==> config.mk <==
export PLATFORM = sky130hd
export DESIGN_NAME = nic_tx_formatter
export DESIGN_NICKNAME = d
export VERILOG_FILES = /design/src/rtl/pkt_rf_pkg.sv /design/src/rtl/nic_tx_formatter.sv
export SDC_FILE = /design/constraint.sdc
export NUM_CORES = 1
export LEC_CHECK = 0
export BUFFER_PORTS_ARGS = -buffer_cell sky130_fd_sc_hd__buf_2
export CAP_MARGIN = 20
export CORE_AREA = 10 10 584 586
export DETAILED_ROUTE_END_ITERATION = 6
export DIE_AREA = 0 0 594 596
export PLACE_DENSITY = 0.3
export SETUP_SLACK_MARGIN = 0.5
export SKIP_CTS_REPAIR_TIMING = 1
export SYNTH_ARGS = -nofsm -noshare
export SYNTH_HDL_FRONTEND = slang
export SYNTH_SLANG_ARGS = --single-unit
==> constraint.sdc <==
create_clock -name clk -period 0.8 [get_ports clk]
set_clock_uncertainty 0.15 [all_clocks]
set_input_delay 0.2 -clock clk [delete_from_list [all_inputs] [get_ports clk]]
set_output_delay 0.2 -clock clk [all_outputs]
set_load 0.1 [all_outputs]
==> src/rtl/pkt_rf_pkg.sv <==
// shared widths, word indices, command bits and helpers for the packet register file
package pkt_rf_pkg;

  // ----------------------------------------
  // widths and types
  // ----------------------------------------
  localparam int WORD_W    = 32;
  localparam int NUM_WORDS = 32;

  typedef logic [WORD_W-1:0]           word_t;
  typedef logic [5:0]                  reg_addr_t;
  // word 0 sits in the top bits of a nic line
  typedef logic [511:0]                line_t;
  typedef logic [31:0]                 nic_addr_t;
  // word 0 sits in the low bits of a bank vector
  typedef logic [NUM_WORDS*WORD_W-1:0] bank_vec_t;

  // one operation per cycle on the packet bank, highest priority first:
  // replace, recv, send-clear, then plain writes
  typedef enum logic [1:0] {
    BANK_OP_WRITE,
    BANK_OP_REPLACE,
    BANK_OP_RECV,
    BANK_OP_SEND_CLR
  } bank_op_t;

  // ----------------------------------------
  // packet bank word map
  // ----------------------------------------
  localparam int STATUS_IDX = 31;
  localparam int CTRL_IDX   = 30;
  localparam int RADDR_IDX  = 29;
  localparam int WADDR_IDX  = 28;
  // words 20..27 are scratch, 16..19 descriptor, 0..15 packet data
  localparam int DESC_BASE  = 16;
  localparam int DATA_WORDS = 16;
  localparam int DESC_WORDS = 4;

  // command word bits
  localparam int TO_READ_BIT    = 31;
  localparam int TO_WRITE_BIT   = 30;
  localparam int TO_RECV_BIT    = 29;
  localparam int TO_SEND_BIT    = 28;
  localparam int TO_REPLACE_BIT = 27;
  localparam int PKT_VALID_BIT  = 0;

  // buffer id field of a descriptor beat, in units of 32-word buffers
  localparam int BUF_ID_MSB = 123;
  localparam int BUF_ID_W   = 4;

  // pick one word out of a packed bank
  function automatic word_t word_of(bank_vec_t vec, int unsigned idx);
    return vec[idx*WORD_W +: WORD_W];
  endfunction

  // pick one word out of a nic line, word 0 at the top
  function automatic word_t line_word(line_t line, int unsigned idx);
    return line[(DATA_WORDS-1-idx)*WORD_W +: WORD_W];
  endfunction

endpackage

==> src/rtl/nic_tx_formatter.sv <==
// builds the 512-bit nic write line for data beats and descriptor beats
`timescale 1ns/1ps

module nic_tx_formatter (
  input  logic                  clk,
  input  logic                  rst_n,
  input  pkt_rf_pkg::bank_vec_t bank_i,
  input  logic                  beat_en_i,
  input  logic                  tx_desc_beat_i,
  output pkt_rf_pkg::line_t     reg_wdata_o
);
  import pkt_rf_pkg::*;

  word_t desc_snap [DESC_WORDS];
  line_t data_line;
  line_t desc_line;

  // data words in line order, word 0 on top
  always_comb begin
    for (int i = 0; i < DATA_WORDS; i++) begin
      data_line[(DATA_WORDS-1-i)*WORD_W +: WORD_W] = word_of(bank_i, i);
    end
  end

  // descriptor in the low 128 bits, zeros above
  always_comb begin
    desc_line = '0;
    for (int j = 0; j < DESC_WORDS; j++) begin
      desc_line[(DESC_WORDS-1-j)*WORD_W +: WORD_W] = desc_snap[j];
    end
  end

  // descriptor is frozen with the data beat so cpu writes cannot tear it
  always_ff @(posedge clk) begin
    if (beat_en_i && !tx_desc_beat_i) begin
      for (int j = 0; j < DESC_WORDS; j++) begin
        desc_snap[j] <= word_of(bank_i, DESC_BASE + j);
      end
    end
  end

  always_ff @(posedge clk or negedge rst_n) begin
    if (!rst_n) begin
      reg_wdata_o <= '0;
    end else if (beat_en_i) begin
      reg_wdata_o <= tx_desc_beat_i ? desc_line : data_line;
    end
  end

endmodule

==> impl_metrics.ini, run 1 <==
[synth]
synthTopCellsByArea = dfrtp_1 48%, edfxtp_1 14%, nand3b_1 11%, o21ai_0 5.4%, inv_1 5.4%
ys_warn_count = 0
synth_seq_cells = 640
async_flop_share_pct = 80.0
synth_edf_count = 128
syn_area_per_cell_sq_um = 11.3
yosys.area.top_type = dfrtp_1
synthCells = 2345
ys_seq_area_share_pct = 62.8
synth.top_cell.area_share_pct = 48.3
synth_cell_types = 17
synthTopCellsByCount = 512 x dfrtp_1, 383 x inv_1, 382 x nand3b_1
syn_area_sq_um = 26500
synth_fp_nets = 3373
yosysMostFrequentCell = dfrtp_1
synth_top_flop_cell = dfrtp_1

[worst_setup_path]
cp.arrival_ns = 1.56
worstSetupPathType = register to primary output
regToRegStartpoint = desc_snap[1][8]$_DFFE_PP_
worstPathBufferInverterCount = 1
crit_chain = buf_12
end_kind = primary output
worstSetupPathDepth = 1
r2r_cells = 3
slowest_delay_ns = 0.54
cpLargestDelayFamily = flip-flops
worstPathMaxFanout = 2
cp-startpoint = reg_wdata_o[450]$_DFFE_PN0P_
crit_required_ns = 0.45
cpMaxStageDelayCell = dfrtp_4
cp-start-kind = register

[sta]
holdWs_ns = -0.716
finalSetupViolations = 1025
max_slew_margin_pct = 64.4
fin_crit_ns = 1.91
worst_slew_pin_slew_ns = 0.534
final_max_slew_viol_count = 0
finalHoldViolations = 1153
period_share_pct = 238
fin_ws_ns = -1.11
rsz0062_at_grt = yes
fmax_mhz = 524

[cts]
clkLatencyLatePin_ns = 0.81
cts_tree = yes
cts.path.max_buffers = 4
cts_buffers = 94
cts.sinks = 640
htreeDepth = 3
path_clk_slew_ns = 0.06
root_buffer = clkbuf_16

[place]
place.gp.congestion = 0.809
dpl.cell_count = 7851
hpwl_um = 178000
port_buffers = 1155
placedInstanceArea_sq_um = 48100

[drt]
routed_wirelength_um = 207000
first_pass_iters = 6
drtIter0Drc = 1174
routedWlPerCell_um = 25.7
final_antenna_net_count = 0
post-route-drc-count = 0
detailroute.via_count = 22800
avgViaCountPerCell = 2.82

[pwr]
p_per_area_nw_per_um2 = 2330
ir_drop_v = 0.00149
p_leak_uw = 0.0200

[flow_run]
max-cap-violations = 0

[global_routing]
overflow = 0
grt_first_pass_wirelength_um = 265000
antenna_found_initial = 91
grt_max_degree = 78
grt_usage_pct = 11.2
grt_pass1_vias = 24500

[worst_hold_path]
hold_path.class = input pin to async pin

[cells_and_area]
fillerInstances = 36600
design_area_sq_um = 51900
instances_no_fill = 8067
layout-drive-gt1-share_pct = 62.7
final_nets = 4638
final_core_util_pct = 15.8
syn2layout_area_growth_pct = 95.7

[floorplan]
die_area_sq_um = 354000
die_w_um = 594
core_area_sq_um = 329000
fp.dieH_um = 596
num_rows = 211
pin_count = 1540
start_util_pct = 8.06

[status]
violations = negative hold slack, negative setup slack
outcome = finished with violations
per-stage QoR:
step                setup TNS [ns]  total power [uW]  hold slack [ns]  setup WS (ns)
floorplan                  -510.61             60300           -0.246          -2.16
global placement           -633.80             80700           0.0786         -0.951
detailed placement         -640.56             80700           0.0737         -0.942
CTS                        -631.74            123000           -0.801          -1.25
global route               -628.57            126000           -0.771          -1.20
finish                     -568.92            121000           -0.716          -1.11
placed cells by master (no fill, tap or decap), types with 96 or more instances in the layout:
master     netlist  routed
nand3b_1       382     382
o21ai_0        288     139
inv_1          383     213
clkbuf_16        0      96
dfrtp_4          0     512
buf_2           40     640
buf_4            8     115
o21ai_1         94     185
inv_2            0     170
mux2i_1        128     111
buf_12           1     568
edfxtp_1       128     128
a21oi_1        128     109
state kept, by name, indices dropped and copies added (netlist names):
| signal | flops |
|---|---|
| reg_wdata_o | 512 |
| desc_snap | 128 |
layer usage:
metal | GRT usage [%] | share of wire, %
met5 | 0 | 0.26
met1 | 11.5 | 36
met2 | 20.2 | 50
met4 | 1.75 | 1.6
met3 | 6.38 | 12
cells by family (layout without fill, tap and decap cells):
group	after synthesis	in the layout	synth area share, %
AOI/OAI and AO/OA	512	512	9.69
buffers and inverters	554	1887	10.0
DFF	640	640	62.8
muxes	128	128	4.83
other	0	23	0
and+or+nand+nor	511	511	12.6
final timing paths:
check	endpoint	slack, ns
max reg2reg	reg_wdata_o[72]$_DFFE_PN0P_	-0.27
min	reg_wdata_o[287]$_DFFE_PN0P_	-0.72
min reg2reg	reg_wdata_o[12]$_DFFE_PN0P_	0.38
max	reg_wdata_o[450]	-1.11
min in group clk	desc_snap[0][24]$_DFFE_PP_	-0.59
max in group asynchronous	reg_wdata_o[42]$_DFFE_PN0P_	0.65
cell type report:
| type | count | area [sq um] | share of cell area, % |
|---|---|---|---|
| antenna | 23 | 57.6 | 0.111 |
| clock buffer | 140 | 2680 | 5.16 |
| clock inverter | 24 | 260 | 0.501 |
| inverter | 383 | 1440 | 2.77 |
| multi-input combinational | 1151 | 7800 | 15.0 |
| sequential | 640 | 18600 | 35.8 |
| tap | 4366 | 5460 | 10.5 |
| timing repair buffer | 1340 | 15600 | 30.1 |
worst reg2reg max path: cells and delay by family, from the launching register on:
| family | cells | cell delay, ns |
|---|---|---|
| flops | 1 | 0.38 |
| mux | 1 | 0.21 |
| buf+inv | 1 | 0.16 |
| compound gates | 1 | 0.04 |
power breakdown:
| part | internal [uW] | leakage [uW] | total (uW) | switching (uW) |
|---|---|---|---|---|
| Clock | 24100 | 0.00142 | 41100 | 17000 |
| Sequential | 37500 | 0.00695 | 41100 | 3510 |
| Combinational | 12700 | 0.0117 | 38700 | 26000 |
| Total | 74300 | 0.0200 | 121000 | 46500 |
Power figures use the tool's default switching activity.
==> run 2: changes to the inputs <==
- CORE_AREA: 10 10 584 586 -> 10 10 590 592
- DIE_AREA: 0 0 594 596 -> 0 0 600 602
- clock period: 0.8 -> 2.01 ns (I/O delays scaled with it)
==> impl_metrics.ini, run 2 (synthesis results as in run 1) <==
[floorplan]
die_w_um = 600
num_rows = 213
core_area_sq_um = 336000
pin_count = 1540
fp.dieH_um = 602
start_util_pct = 7.90
die_area_sq_um = 361000

[sta]
fin_crit_ns = 2.17
period_share_pct = 108
finalHoldViolations = 0
fmax_mhz = 461
finalSetupViolations = 504
worst_slew_pin_slew_ns = 0.524
final_max_slew_viol_count = 0
rsz0062_at_grt = yes
final.setup.tns_ns = -31.89
max_slew_margin_pct = 65.1
fin_ws_ns = -0.159
holdWs_ns = 0.000403

[place]
hpwl_um = 189000
place.gp.congestion = 0.816
dpl.cell_count = 7893
port_buffers = 1155
placedInstanceArea_sq_um = 41400

[cells_and_area]
layout-drive-gt1-share_pct = 46.5
final_nets = 5290
final_cell_mix = 640 x buf_2, 633 x dlygate4sd3_1, 550 x buf_12
register_area_sq_um = 17300
multi_input_area_sq_um = 7210
top_register = reg_wdata_o
design_area_sq_um = 56500
instances_no_fill = 8771
reg_top3 = reg_wdata_o: 512 flops, desc_snap: 128 flops
final_common_cell = buf_2
fillerInstances = 37200
largest_register_ffs = 512
syn2layout_area_growth_pct = 113

[cts]
path_clk_slew_ns = 0.06
cts_tree = yes
root_buffer = clkbuf_16
cts.sinks = 640
htreeDepth = 3
cts_buffers = 96
cts.path.max_buffers = 4
clkLatencyLatePin_ns = 0.77

[drt]
highest_layer = met5
routedWlPerCell_um = 25.1
post-route-drc-count = 0
final_antenna_net_count = 0
drtIter0Drc = 1556
detailroute.via_count = 25400
wl_met3_um = 29200
avgViaCountPerCell = 2.90
wl_met1_um = 80300
wl_met2_um = 105000
first_pass_iters = 7
routed_wirelength_um = 220000

[worst_setup_path]
crit_required_ns = 1.36
worstSetupPathType = register to primary output
cp-start-kind = register
cp.arrival_ns = 1.52
r2r_slack_ns = 0.81
crit_chain = buf_12
end_kind = primary output
cpMaxStageDelayCell = dfrtp_2
worstPathBufferInverterCount = 1
worstPathMaxFanout = 2
slowest_delay_ns = 0.46
cpLargestDelayFamily = flip-flops

[pwr]
fin_total_pwr_uw = 49800
p_per_area_nw_per_um2 = 880
ir_drop_v = 0.000549
p_leak_uw = 0.0228

[worst_hold_path]
hold_path.class = input pin to register

[flow_run]
max-cap-violations = 0

[global_routing]
antenna_found_initial = 98
grt_usage_pct = 11.5
overflow = 0
grt_pass1_vias = 24600
grt_first_pass_wirelength_um = 273000
grt_max_degree = 96

[status]
outcome = finished with violations
violations = negative setup slack
run 2: routing by layer:
| metal | GRT usage (%) | vias up |
|---|---|---|
| met2 | 19.7 | 1062 |
| met3 | 7.26 | 324 |
| met4 | 2.33 | 10 |
| met5 | 0 | - |
| li1 | - | 11700 |
| met1 | 11.9 | 12400 |
run 2: final cells by class:
class | count | share of cell area (%)
inverters | 383 | 2.54
clock buffers | 137 | 4.93
clock inverters | 35 | 0.677
diodes | 28 | 0.124
flip-flops and latches | 640 | 30.6
well taps | 4407 | 9.75
multi-input cells | 1151 | 12.8
repair buffers | 1990 | 38.6
run 2: worst paths after layout:
check                                             startpoint                           end  cells past startpoint
worst max-delay path            reg_wdata_o[496]$_DFFE_PN0P_              reg_wdata_o[496]                      1
worst min-delay path                             bank_i[426]   reg_wdata_o[74]$_DFFE_PN0P_                      3
worst max register to register     desc_snap[3][5]$_DFFE_PP_    reg_wdata_o[5]$_DFFE_PN0P_                      3
worst min register to register    desc_snap[0][25]$_DFFE_PP_  reg_wdata_o[121]$_DFFE_PN0P_                      2
max in group asynchronous                              rst_n  reg_wdata_o[142]$_DFFE_PN0P_                      3
min in group asynchronous                              rst_n   reg_wdata_o[75]$_DFFE_PN0P_                      2
run 2: where the power goes:
| part | switching, uW | internal [uW] |
|---|---|---|
| Clock | 7270 | 10300 |
| Sequential | 1140 | 14500 |
| Combinational | 10800 | 5750 |
run 2: per-stage QoR:
step / utilization (%) / setup slack, ns
6_report: 16.8 / -0.159
5_1_grt: 16.8 / -0.243
4_1_cts: 13.3 / -0.462
3_5_place_dp: 12.3 / -0.157
3_3_place_gp: 12.3 / -0.162
2_1_floorplan: - / -1.26
