### config.mk
export PLATFORM = sky130hd
export DESIGN_NAME = dra_controller
export DESIGN_NICKNAME = d
export VERILOG_FILES = /design/src/rtl/pkt_rf_pkg.sv /design/src/rtl/dra_controller.sv
export SDC_FILE = /design/constraint.sdc
export NUM_CORES = 1
export LEC_CHECK = 0
export BUFFER_PORTS_ARGS = -buffer_cell sky130_fd_sc_hd__buf_2
export CAP_MARGIN = 20
export CORE_AREA = 3 3 425 427
export DETAILED_ROUTE_END_ITERATION = 8
export DIE_AREA = 0 0 428 430
export SLEW_MARGIN = 40
export SYNTH_ARGS = -nofsm -noshare
export SYNTH_HDL_FRONTEND = slang
export SYNTH_SLANG_ARGS = --single-unit
### constraint.sdc
create_clock -name clk -period 1.79 [get_ports clk]
set_clock_uncertainty 0.15 [all_clocks]
set_input_delay 0.2685 -clock clk [delete_from_list [all_inputs] [get_ports clk]]
set_output_delay 0.2685 -clock clk [all_outputs]
set_load 0.02 [all_outputs]
### src/rtl/pkt_rf_pkg.sv
// shared widths, word indices, command bits and helpers for the packet register file
package pkt_rf_pkg;

  // ----------------------------------------
  // widths and types
  // ----------------------------------------
  localparam int WORD_W    = 32;
  localparam int NUM_WORDS = 32;

  typedef logic [WORD_W-1:0]           word_t;
  typedef logic [5:0]                  reg_addr_t;
  // word 0 sits in the top bits of a nic line
  typedef logic [511:0]                line_t;
  typedef logic [31:0]                 nic_addr_t;
  // word 0 sits in the low bits of a bank vector
  typedef logic [NUM_WORDS*WORD_W-1:0] bank_vec_t;

  // one operation per cycle on the packet bank, highest priority first:
  // replace, recv, send-clear, then plain writes
  typedef enum logic [1:0] {
    BANK_OP_WRITE,
    BANK_OP_REPLACE,
    BANK_OP_RECV,
    BANK_OP_SEND_CLR
  } bank_op_t;

  // ----------------------------------------
  // packet bank word map
  // ----------------------------------------
  localparam int STATUS_IDX = 31;
  localparam int CTRL_IDX   = 30;
  localparam int RADDR_IDX  = 29;
  localparam int WADDR_IDX  = 28;
  // words 20..27 are scratch, 16..19 descriptor, 0..15 packet data
  localparam int DESC_BASE  = 16;
  localparam int DATA_WORDS = 16;
  localparam int DESC_WORDS = 4;

  // command word bits
  localparam int TO_READ_BIT    = 31;
  localparam int TO_WRITE_BIT   = 30;
  localparam int TO_RECV_BIT    = 29;
  localparam int TO_SEND_BIT    = 28;
  localparam int TO_REPLACE_BIT = 27;
  localparam int PKT_VALID_BIT  = 0;

  // buffer id field of a descriptor beat, in units of 32-word buffers
  localparam int BUF_ID_MSB = 123;
  localparam int BUF_ID_W   = 4;

  // pick one word out of a packed bank
  function automatic word_t word_of(bank_vec_t vec, int unsigned idx);
    return vec[idx*WORD_W +: WORD_W];
  endfunction

  // pick one word out of a nic line, word 0 at the top
  function automatic word_t line_word(line_t line, int unsigned idx);
    return line[(DATA_WORDS-1-idx)*WORD_W +: WORD_W];
  endfunction

endpackage

### src/rtl/dra_controller.sv
// direct register access controller, turns command bits into nic request pulses and bank ops
`timescale 1ns/1ps

module dra_controller (
  input  logic                  clk,
  input  logic                  rst_n,
  input  pkt_rf_pkg::bank_vec_t bank_i,
  input  logic                  reg_rvalid_desp_i,
  output pkt_rf_pkg::bank_op_t  bank_op_o,
  output logic                  reg_rd_o,
  output pkt_rf_pkg::nic_addr_t reg_raddr_o,
  output logic                  reg_wr_o,
  output logic                  reg_wr_desp_o,
  output pkt_rf_pkg::nic_addr_t reg_waddr_o,
  output logic                  tx_beat_en_o,
  output logic                  tx_desc_beat_o,
  output logic                  rx_desc_beat_o
);
  import pkt_rf_pkg::*;

  word_t cmd;
  logic  pre_read, pre_write, pre_recv, pre_send;
  logic  rd_rise, wr_rise, recv_rise, send_rise;
  // 0 = data beat next, 1 = descriptor beat next
  logic  tx_beat_q;
  // second beat of an incoming packet
  logic  rx_beat_q;

  assign cmd       = word_of(bank_i, CTRL_IDX);
  assign rd_rise   = cmd[TO_READ_BIT] & ~pre_read;
  assign wr_rise   = cmd[TO_WRITE_BIT] & ~pre_write;
  assign recv_rise = cmd[TO_RECV_BIT] & ~pre_recv;
  assign send_rise = cmd[TO_SEND_BIT] & ~pre_send;

  // a beat goes out next cycle on a new write/send or the pending descriptor
  assign tx_beat_en_o   = wr_rise | send_rise | tx_beat_q;
  assign tx_desc_beat_o = tx_beat_q;
  assign rx_desc_beat_o = rx_beat_q;

  // ----------------------------------------
  // bank operation decode
  // ----------------------------------------
  always_comb begin
    if (cmd[TO_REPLACE_BIT]) begin
      bank_op_o = BANK_OP_REPLACE;
    end else if (recv_rise) begin
      bank_op_o = BANK_OP_RECV;
    end else if (cmd[TO_SEND_BIT]) begin
      bank_op_o = BANK_OP_SEND_CLR;
    end else begin
      bank_op_o = BANK_OP_WRITE;
    end
  end

  // ----------------------------------------
  // edge detect and request pulses
  // ----------------------------------------
  always_ff @(posedge clk or negedge rst_n) begin
    if (!rst_n) begin
      {pre_read, pre_write, pre_recv, pre_send} <= '0;
      tx_beat_q     <= 1'b0;
      rx_beat_q     <= 1'b0;
      reg_rd_o      <= 1'b0;
      reg_raddr_o   <= '0;
      reg_wr_o      <= 1'b0;
      reg_wr_desp_o <= 1'b0;
      reg_waddr_o   <= '0;
    end else begin
      {pre_read, pre_write, pre_recv, pre_send} <= cmd[TO_READ_BIT:TO_SEND_BIT];
      reg_rd_o <= rd_rise;
      if (rd_rise) begin
        reg_raddr_o <= word_of(bank_i, RADDR_IDX);
      end
      reg_wr_o      <= tx_beat_en_o & ~tx_beat_q;
      reg_wr_desp_o <= tx_beat_en_o & tx_beat_q;
      if (tx_beat_en_o) begin
        // a write command keeps the toggle on the data beat
        tx_beat_q   <= cmd[TO_WRITE_BIT] ? 1'b0 : ~tx_beat_q;
        reg_waddr_o <= word_of(bank_i, WADDR_IDX);
      end
      // restarts whenever the nic drops its valid
      rx_beat_q <= reg_rvalid_desp_i & ~rx_beat_q;
    end
  end

endmodule

==> out/metrics.csv, run 1 <==
metric,value,unit
maxCapViolCount,0,
hpwl,7.23,mm
rows,154,
grt_overflow,0,
fp.dieW,428,um
tightestPinTransition,0.390,ns
fin_crit_sh,0.953,
port_buffers,143,
finalSetupTns,0,ns
grt_pass1_wl,13.6,mm
clockBufferDepth,2,
nFillCells,20994,
syn_area,2820,um^2
async_flop_share,1.00,
finalInstanceArea,6880,um^2
hold_viol_final,0,
core-area,176000,um^2
cts-root-buf,clkbuf_16,
cp-start-kind,flop,
antenna_found_initial,1,
seq_area_frac_synth,0.647,
whs_endpoint,reg_raddr_o[8]$_DFFE_PN0P_,
crit_fanout,2,
cts_tree,done,
ys_ff_latch,73,
setup_violations,0,
min-delay-start,bank_i[936],
synth_edf_count,0,
holdPathStages,2,
synth_nets,1185,
io_pins,1099,
drive_above_1_share,0.729,
synth_flop_cell,dfrtp_1,
cts_made_buffers,9,
yosys.area.top_type,dfrtp_1,
post-route-util,0.0390,
yosysWarnings,0,
fmax,587,MHz
place_area,6450,um^2
first_pass_iters,4,
grt.total_usage,0.00955,
placedCellCount,2636,
r2r-end,reg_waddr_o[0]$_DFFE_PN0P_,
rrSetupSlack,0.11,ns
finalMaxSlewViolations,0,
h-tree-depth,3,
synth_cell_type_count,14,
crit_required,1.37,ns
start_util,0.0160,
drt_iter0_drc,103,
reg2reg_depth,4,
crit_arrival,1.29,ns
finalNonFillerCells,2658,
power_leakage,2.07,nW
clock-sinks,73,
rsz0062_at_grt,false,
outcome,"finished, final reports clean",
grt_max_degree,74,
syn_to_final_growth,144,%
dr_total_vias,1949,
ir_drop,0.000496,V
timing.rr.start,tx_desc_beat_o$_DFFE_PN0P_,
critPathCaptureType,output port,
nets,1341,
wirelength,9.31,mm
power_density,742,nW/um^2
clock_latency,0.33,ns
avgSynthCellArea,17.9,um^2
place.gp.congestion,0.763,
synth_area_leaders,"dfrtp_1, mux2_4, mux2_2",
post-route-drc-count,0,
dieHeight,430,um
setup.worst_path.start,pre_recv$_DFF_PN0_,
viasPerCell,0.733,
post-route-min-period,1.70,ns
dieArea,184000,um^2
total_power,5.10,mW
grt_pass1_vias,2087,
relSlewSlack,0.740,
yosysTopAreaCellShare,0.647,
hp-class,input pin to flop,
wl_per_cell,3.50,um
crit_type,flop to output port,
ant_nets,0,
clkTransAtPathRegs,0.06,ns
synth_cells,158,
## sequential cells by signal (all words and copies together), names as in the netlist
register	count
pre_read	1
pre_recv	1
pre_send	1
pre_write	1
reg_raddr_o	32
reg_rd_o	1
reg_waddr_o	32
reg_wr_desp_o	1
reg_wr_o	1
rx_desc_beat_o	1
tx_desc_beat_o	1
## worst max-delay path, stage by stage, from the launching register on
cell,delay (ns)
dfrtp_1,0.35
nand2b_1,0.19
a21oi_4,0.21
buf_2,0.19
## what timing repair did
item	CTS	global route
endpoints found under the setup margin	2	2
buffers inserted	2	0
hold buffers	5	1
cloned	0	0
hold endpoints to repair	78	1
pin swaps	1	1
resized for setup	3	4
## routing by layer
| metal | GRT usage | part of all wire | vias up | wire length, um |
|---|---|---|---|---|
| met2 | 0.0157 | 0.52 | 42 | 4870 |
| met1 | 0.0115 | 0.41 | 1016 | 3860 |
| met4 | 0.00355 | 0.022 | 4 | 205 |
| met5 | 0 | 0.0030 | - | 28 |
| li1 | - | - | 861 | - |
| met3 | 0.00323 | 0.037 | 26 | 345 |
## stage by stage
| stage | worst slack, ns | hold slack [ns] |
|---|---|---|
| after detailed placement | 0.146 | 0.186 |
| after floorplan | 0.239 | -0.177 |
| after global placement | 0.162 | 0.183 |
| after CTS | 0.000392 | 0.00246 |
| after global routing | 0.0163 | 0.00170 |
| final | 0.0850 | 0.0151 |
## power breakdown
group	internal [mW]	leakage (nW)	switching [mW]
Sequential	1.87	0.860	0.127
Combinational	0.478	1.05	0.595
Clock	1.38	0.162	0.647
Total	3.73	2.07	1.37
## synth_stat cells, types with 2 or more instances
| cell | count |
|---|---|
| a21oi_1 | 2 |
| buf_12 | 3 |
| buf_2 | 4 |
| dfrtp_1 | 73 |
| inv_1 | 2 |
| mux2_2 | 35 |
| mux2_4 | 29 |
| nand2b_1 | 3 |
| nor2b_1 | 2 |
## cell families after synthesis
| group | synth area share |
|---|---|
| mux | 0.294 |
| buf+inv | 0.0364 |
| simple gates | 0.0160 |
| flops | 0.647 |
| compound gates | 0.00621 |
## cells in the final DEF, fill, tap and decap left out, drive strengths merged
cell type    count
buf            148
dfrtp           73
mux2            64
clkbuf          11
dlygate4sd3      6
bufinv           3
nand2b           3
inv              2
nor2b            2
a21oi            2
diode            1
a21o             1
and3b            1
nor3             1
## how the worst max path moves through the flow
stage	to	slack, ns	cells past startpoint
3_5_place_dp	reg_waddr_o[0]$_DFFE_PN0P_	0.15	5
5_1_grt	bank_op_o[1]	0.02	3
6_report	bank_op_o[1]	0.09	3
4_1_cts	tx_beat_en_o	0.0004	5
3_3_place_gp	reg_waddr_o[0]$_DFFE_PN0P_	0.16	5
2_1_floorplan	reg_waddr_o[10]$_DFFE_PN0P_	0.24	4
## layout make-up
| cell class | count | area [um^2] | area share |
|---|---|---|---|
| clock inverter | 3 | 90.1 | 0.0131 |
| multi-input combinational | 74 | 922 | 0.134 |
| sequential | 73 | 1830 | 0.266 |
| tap | 2340 | 2930 | 0.426 |
| inverter | 2 | 7.51 | 0.00109 |
| clock buffer | 11 | 243 | 0.0353 |
| antenna | 1 | 2.50 | 0.000364 |
| timing repair buffer | 154 | 857 | 0.125 |
Power figures use the tool's default switching activity.
==> run 2: changes to the inputs <==
Settings changed: BUFFER_PORTS_ARGS -buffer_cell sky130_fd_sc_hd__buf_2 to default, CORE_AREA 3 3 425 427 to 3 3 431 433, DIE_AREA 0 0 428 430 to 0 0 434 436, DONT_BUFFER_PORTS from default to 1, GPL_TIMING_DRIVEN from default to 0.
==> run 2 against run 1 <==
The run now ends with negative hold slack, negative setup slack left. Sequential share of layout area grew 0.052 points. Routed wire length up 0.21%. Register-to-register slack got worse by 0.06 ns. Combinational power fell by 48%. Count of clock-buffer cells in the layout fell by 1. Non-clock buffer count fell by 71. Worst hold slack worse by 0.54 ns. Flip-flop and latch count stayed put. Setup slack worse by 0.10 ns. Critical path depth rose by 1. Utilization decreased by 0.13 points.
==> out/metrics.csv, run 2 (same netlist as run 1, synthesis figures left out) <==
metric,value,unit
outcome,"finished, violations left",
failed_checks,"negative hold slack, negative setup slack",
finalMaxSlewViolations,0,
relSlewSlack,0.697,
crit_required,1.37,ns
core-area,182000,um^2
cts_hold_buf,72,
clkTransAtPathRegs,0.06,ns
grt_max_degree,74,
dp_slack,0.118,ns
cts-root-buf,clkbuf_16,
hp-class,input pin to asynchronous set/reset pin,
p_clk_frac,0.402,
internal_power,3.47,mW
grt_overflow,0,
crit_fanout,5,
post-route-drc-count,0,
nets,1270,
post-route-util,0.0376,
power_density,708,nW/um^2
rows,157,
place.gp.congestion,0.748,
tightestPinTransition,0.457,ns
power_leakage,1.77,nW
io_pins,1099,
port_buffers,0,
holdWs,-0.529,ns
post-route-min-period,1.81,ns
total_power,4.86,mW
maxCapViolCount,0,
cp-start-kind,flop,
drive_above_1_share,0.367,
setup_violations,1,
rsz0062_at_grt,true,
hpwl,6.49,mm
viasPerCell,0.683,
drt_iter0_drc,147,
first_pass_iters,6,
crit_type,flop to output port,
ant_nets,0,
fmax,553,MHz
pwr-share-seq,0.484,
netSwitchingPower,1.39,mW
grt_pass1_wl,13.5,mm
h-tree-depth,3,
grt.total_usage,0.00936,
critPathCaptureType,output port,
wirelength,9.33,mm
cts_made_buffers,9,
combinationalPowerShare,0.115,
hold_viol_final,73,
cts_tree,done,
antenna_found_initial,2,
clockBufferDepth,2,
start_util,0.0155,
fin_crit_sh,1.01,
dieArea,189000,um^2
dieHeight,436,um
grt_pass1_vias,1821,
antenna_cells,0,
wl_per_cell,3.54,um
ir_drop,0.000543,V
worst_slack,-0.0188,ns
syn_to_final_growth,143,%
p_sw_frac,0.286,
clock-sinks,73,
fp.dieW,434,um
mostFrequentLayoutCells,"dlygate4sd3_1, dfrtp_1, mux2_2",
dr_total_vias,1798,
reg_top3,"reg_raddr_o x32, reg_waddr_o x32",
clock_latency,0.33,ns
crit_arrival,1.39,ns
[run 2: layer usage]
| layer | up-vias | wire length (um) | GRT usage |
|---|---|---|---|
| met5 | - | 23 | 0 |
| met4 | 4 | 189 | 0.00270 |
| met3 | 23 | 795 | 0.00253 |
| met2 | 86 | 4660 | 0.0148 |
| met1 | 969 | 3670 | 0.0123 |
| li1 | 716 | - | - |
[run 2: timing repair]
| action | CTS | global route |
|---|---|---|
| setup buffers | 2 | 0 |
| gates resized for setup | 2 | 0 |
| hold endpoints to repair | 144 | 73 |
| endpoints found under the setup margin | 1 | 1 |
[run 2: area by class of cell]
class | instances | area, um^2
Fill cell | 21447 | 176000
Buffer | 9 | 95.1
Clock buffer | 10 | 229
Clock inverter | 6 | 92.6
Timing Repair Buffer | 74 | 736
Sequential cell | 73 | 1830
Multi-Input combinational cell | 74 | 892
Inverter | 2 | 11.3
Tap cell | 2385 | 2980
[run 2: worst max-delay path: stages (launching register included)]
cell	delay, ns
dfrtp_2	0.48
and3b_1	0.25
buf_6	0.10
buf_12	0.09
clkinvlp_4	0.13
[run 2: power by group through the flow]
stage | Sequential, mW | Combinational [mW] | Clock (mW)
after CTS | 2.34 | 0.544 | 1.95
after global placement | 2.37 | 0.381 | 0
final | 2.35 | 0.557 | 1.95
after detailed placement | 2.37 | 0.395 | 0
after floorplan | 2.27 | 0.354 | 0
after global routing | 2.36 | 0.587 | 2.04
[run 2: through the flow]
| stage | hold WS, ns | std cells | cell area, um^2 | TNS, ns |
|---|---|---|---|---|
| final | -0.529 | 2633 | 6870 | -0.0188 |
| after global routing | -0.539 | 2633 | 6870 | -0.0515 |
| after CTS | -0.535 | 2633 | 6870 | -0.0300 |
| after detailed placement | -0.176 | 2543 | 5810 | 0 |
| after global placement | -0.176 | 2543 | 5810 | 0 |
| after floorplan | -0.177 | 158 | 2820 | 0 |
[run 2: final timing paths]
check | from | to | slack [ns] | cells after the start
max reg2reg | tx_desc_beat_o$_DFFE_PN0P_ | reg_waddr_o[18]$_DFFE_PN0P_ | 0.05 | 5
max in group asynchronous | rst_n | tx_desc_beat_o$_DFFE_PN0P_ | 1.90 | 0
min in group clk | bank_i[991] | reg_raddr_o[14]$_DFFE_PN0P_ | 0.26 | 3
max | tx_desc_beat_o$_DFFE_PN0P_ | tx_beat_en_o | -0.02 | 4
min reg2reg | rx_desc_beat_o$_DFF_PN0_ | rx_desc_beat_o$_DFF_PN0_ | 0.43 | 1
min | rst_n | reg_raddr_o[4]$_DFFE_PN0P_ | -0.53 | 0
==> run 3: changes to the inputs <==
Clock period 1.79 ns to 1.9 ns, I/O delays scaled along.
==> run 3 against run 2 <==
The run ends with negative hold slack left. Power shrank 5.7%. Register-to-register slack improved by 0.11 ns. Sequential share of layout area hardly changed. Utilization about the same. Die area unchanged. Global-route usage is essentially flat. Combinational power decreased by 6.1%. Worst hold slack improved by 0.020 ns. Critical endpoint unchanged.
==> out/metrics.csv, run 3 (same netlist as run 1, synthesis figures left out) <==
metric,value,unit
fmax,547,MHz
dieHeight,436,um
power_leakage,1.77,nW
hpwl,6.49,mm
cts-root-buf,clkbuf_16,
mostFrequentLayoutCell,dfrtp_1,
hp-class,input pin to asynchronous set/reset pin,
placedCellCount,2543,
nFillCells,21448,
clock-sinks,73,
rows,157,
syn_to_final_growth,143,%
drive_above_1_share,0.368,
h-tree-depth,3,
rsz0062_at_grt,false,
outcome,"finished, violations left",
wl_per_cell,3.56,um
io_pins,1099,
clkTransAtPathRegs,0.06,ns
grt_pass1_wl,13.4,mm
post-route-drc-count,0,
wirelength,9.38,mm
ir_drop,0.000509,V
cts_hold_buf,71,
finalNonFillerCells,2632,
relSlewSlack,0.694,
clockBufferDepth,2,
antenna_cells,0,
crit_required,1.46,ns
multi_input_area,892,um^2
dp_slack,0.228,ns
fin_crit_sh,0.963,
ant_nets,0,
grt_pass1_vias,1810,
place.gp.congestion,0.748,
port_buffers,0,
grt.total_usage,0.00935,
crit_type,flop to output port,
failed_checks,negative hold slack,
setup.worst_path.start,tx_desc_beat_o$_DFFE_PN0P_,
finalMaxSlewViolations,0,
cts_tree,done,
holdWs,-0.509,ns
tightestPinTransition,0.461,ns
setup_violations,0,
hold_viol_final,73,
critPathCaptureType,output port,
post-route-min-period,1.83,ns
start_util,0.0155,
fp.dieW,434,um
nets,1269,
mostFrequentLayoutCells,"dfrtp_1, dlygate4sd3_1, mux2_2",
grt_max_degree,74,
grt_overflow,0,
dieArea,189000,um^2
viasPerCell,0.685,
finalSetupTns,0,ns
reg_top3,"reg_raddr_o x32, reg_waddr_o x32",
antenna_found_initial,2,
crit_arrival,1.39,ns
timing.rr.start,tx_desc_beat_o$_DFFE_PN0P_,
core-area,182000,um^2
crit_fanout,5,
cp-start-kind,flop,
drt_iter0_drc,140,
clock_latency,0.33,ns
sequential_cell_area,1830,um^2
worst_slack,0.0711,ns
power_density,668,nW/um^2
dr_total_vias,1802,
first_pass_iters,4,
maxCapViolCount,0,
cts_made_buffers,9,
[run 3: changes by cell type in the layout (fill, tap and decap cells not counted)]
cell	before	now
dlygate4sd3_1	72	71
[run 3: per-stage QoR]
step	total power, mW	hold WS [ns]	util	instance area, um^2
final	4.58	-0.509	0.0376	6860
after global routing	4.69	-0.522	0.0376	6860
after CTS	4.55	-0.518	0.0376	6860
after detailed placement	2.60	-0.159	0.0318	5810
after global placement	2.59	-0.159	0.0318	5810
after floorplan	2.47	-0.161	-	2820
[run 3: metal layers]
layer,vias up,wire length [um],GRT usage,part of all wire
met5,-,23,0,0.0025
met4,4,205,0.00270,0.022
met3,27,606,0.00253,0.065
met2,75,4720,0.0148,0.50
met1,983,3820,0.0123,0.41
li1,713,-,-,-
[run 3: timing repair]
action / 4_1_cts / 5_1_grt
setup endpoints to repair: 1 / 0
setup buffers: 2 / 0
resized for setup: 2 / 0
endpoints found under the hold margin: 144 / 73
[run 3: path summary, 6_finish.rpt]
kind / slack (ns) / to / cells past startpoint
setup / recovery: 0.07 / tx_beat_en_o / 4
hold / removal: -0.51 / reg_raddr_o[4]$_DFFE_PN0P_ / 0
setup reg to reg: 0.16 / reg_waddr_o[18]$_DFFE_PN0P_ / 5
hold reg to reg: 0.41 / reg_wr_o$_DFF_PN0_ / 2
max in group asynchronous: 1.98 / tx_desc_beat_o$_DFFE_PN0P_ / 0
min in group clk: 0.01 / reg_wr_o$_DFF_PN0_ / 2
[run 3: final cells by class]
cell class	instances	share of cell area
Timing Repair Buffer	73	0.106
Buffer	9	0.0139
Inverter	2	0.00164
Clock buffer	10	0.0334
Multi-Input combinational cell	74	0.130
Tap cell	2385	0.435
Clock inverter	6	0.0135
Sequential cell	73	0.267
[run 3: critical path: stages, from the launching register on]
cell and delay (ns):
dfrtp_2 0.49, and3b_1 0.25, buf_6 0.10, buf_12 0.10, clkinvlp_4 0.13
[run 3: power by group]
group / internal [mW] / leakage (nW) / switching [mW]
clock: 1.15 / 0.149 / 0.688
sequential: 1.76 / 0.858 / 0.459
combinational: 0.357 / 0.763 / 0.167
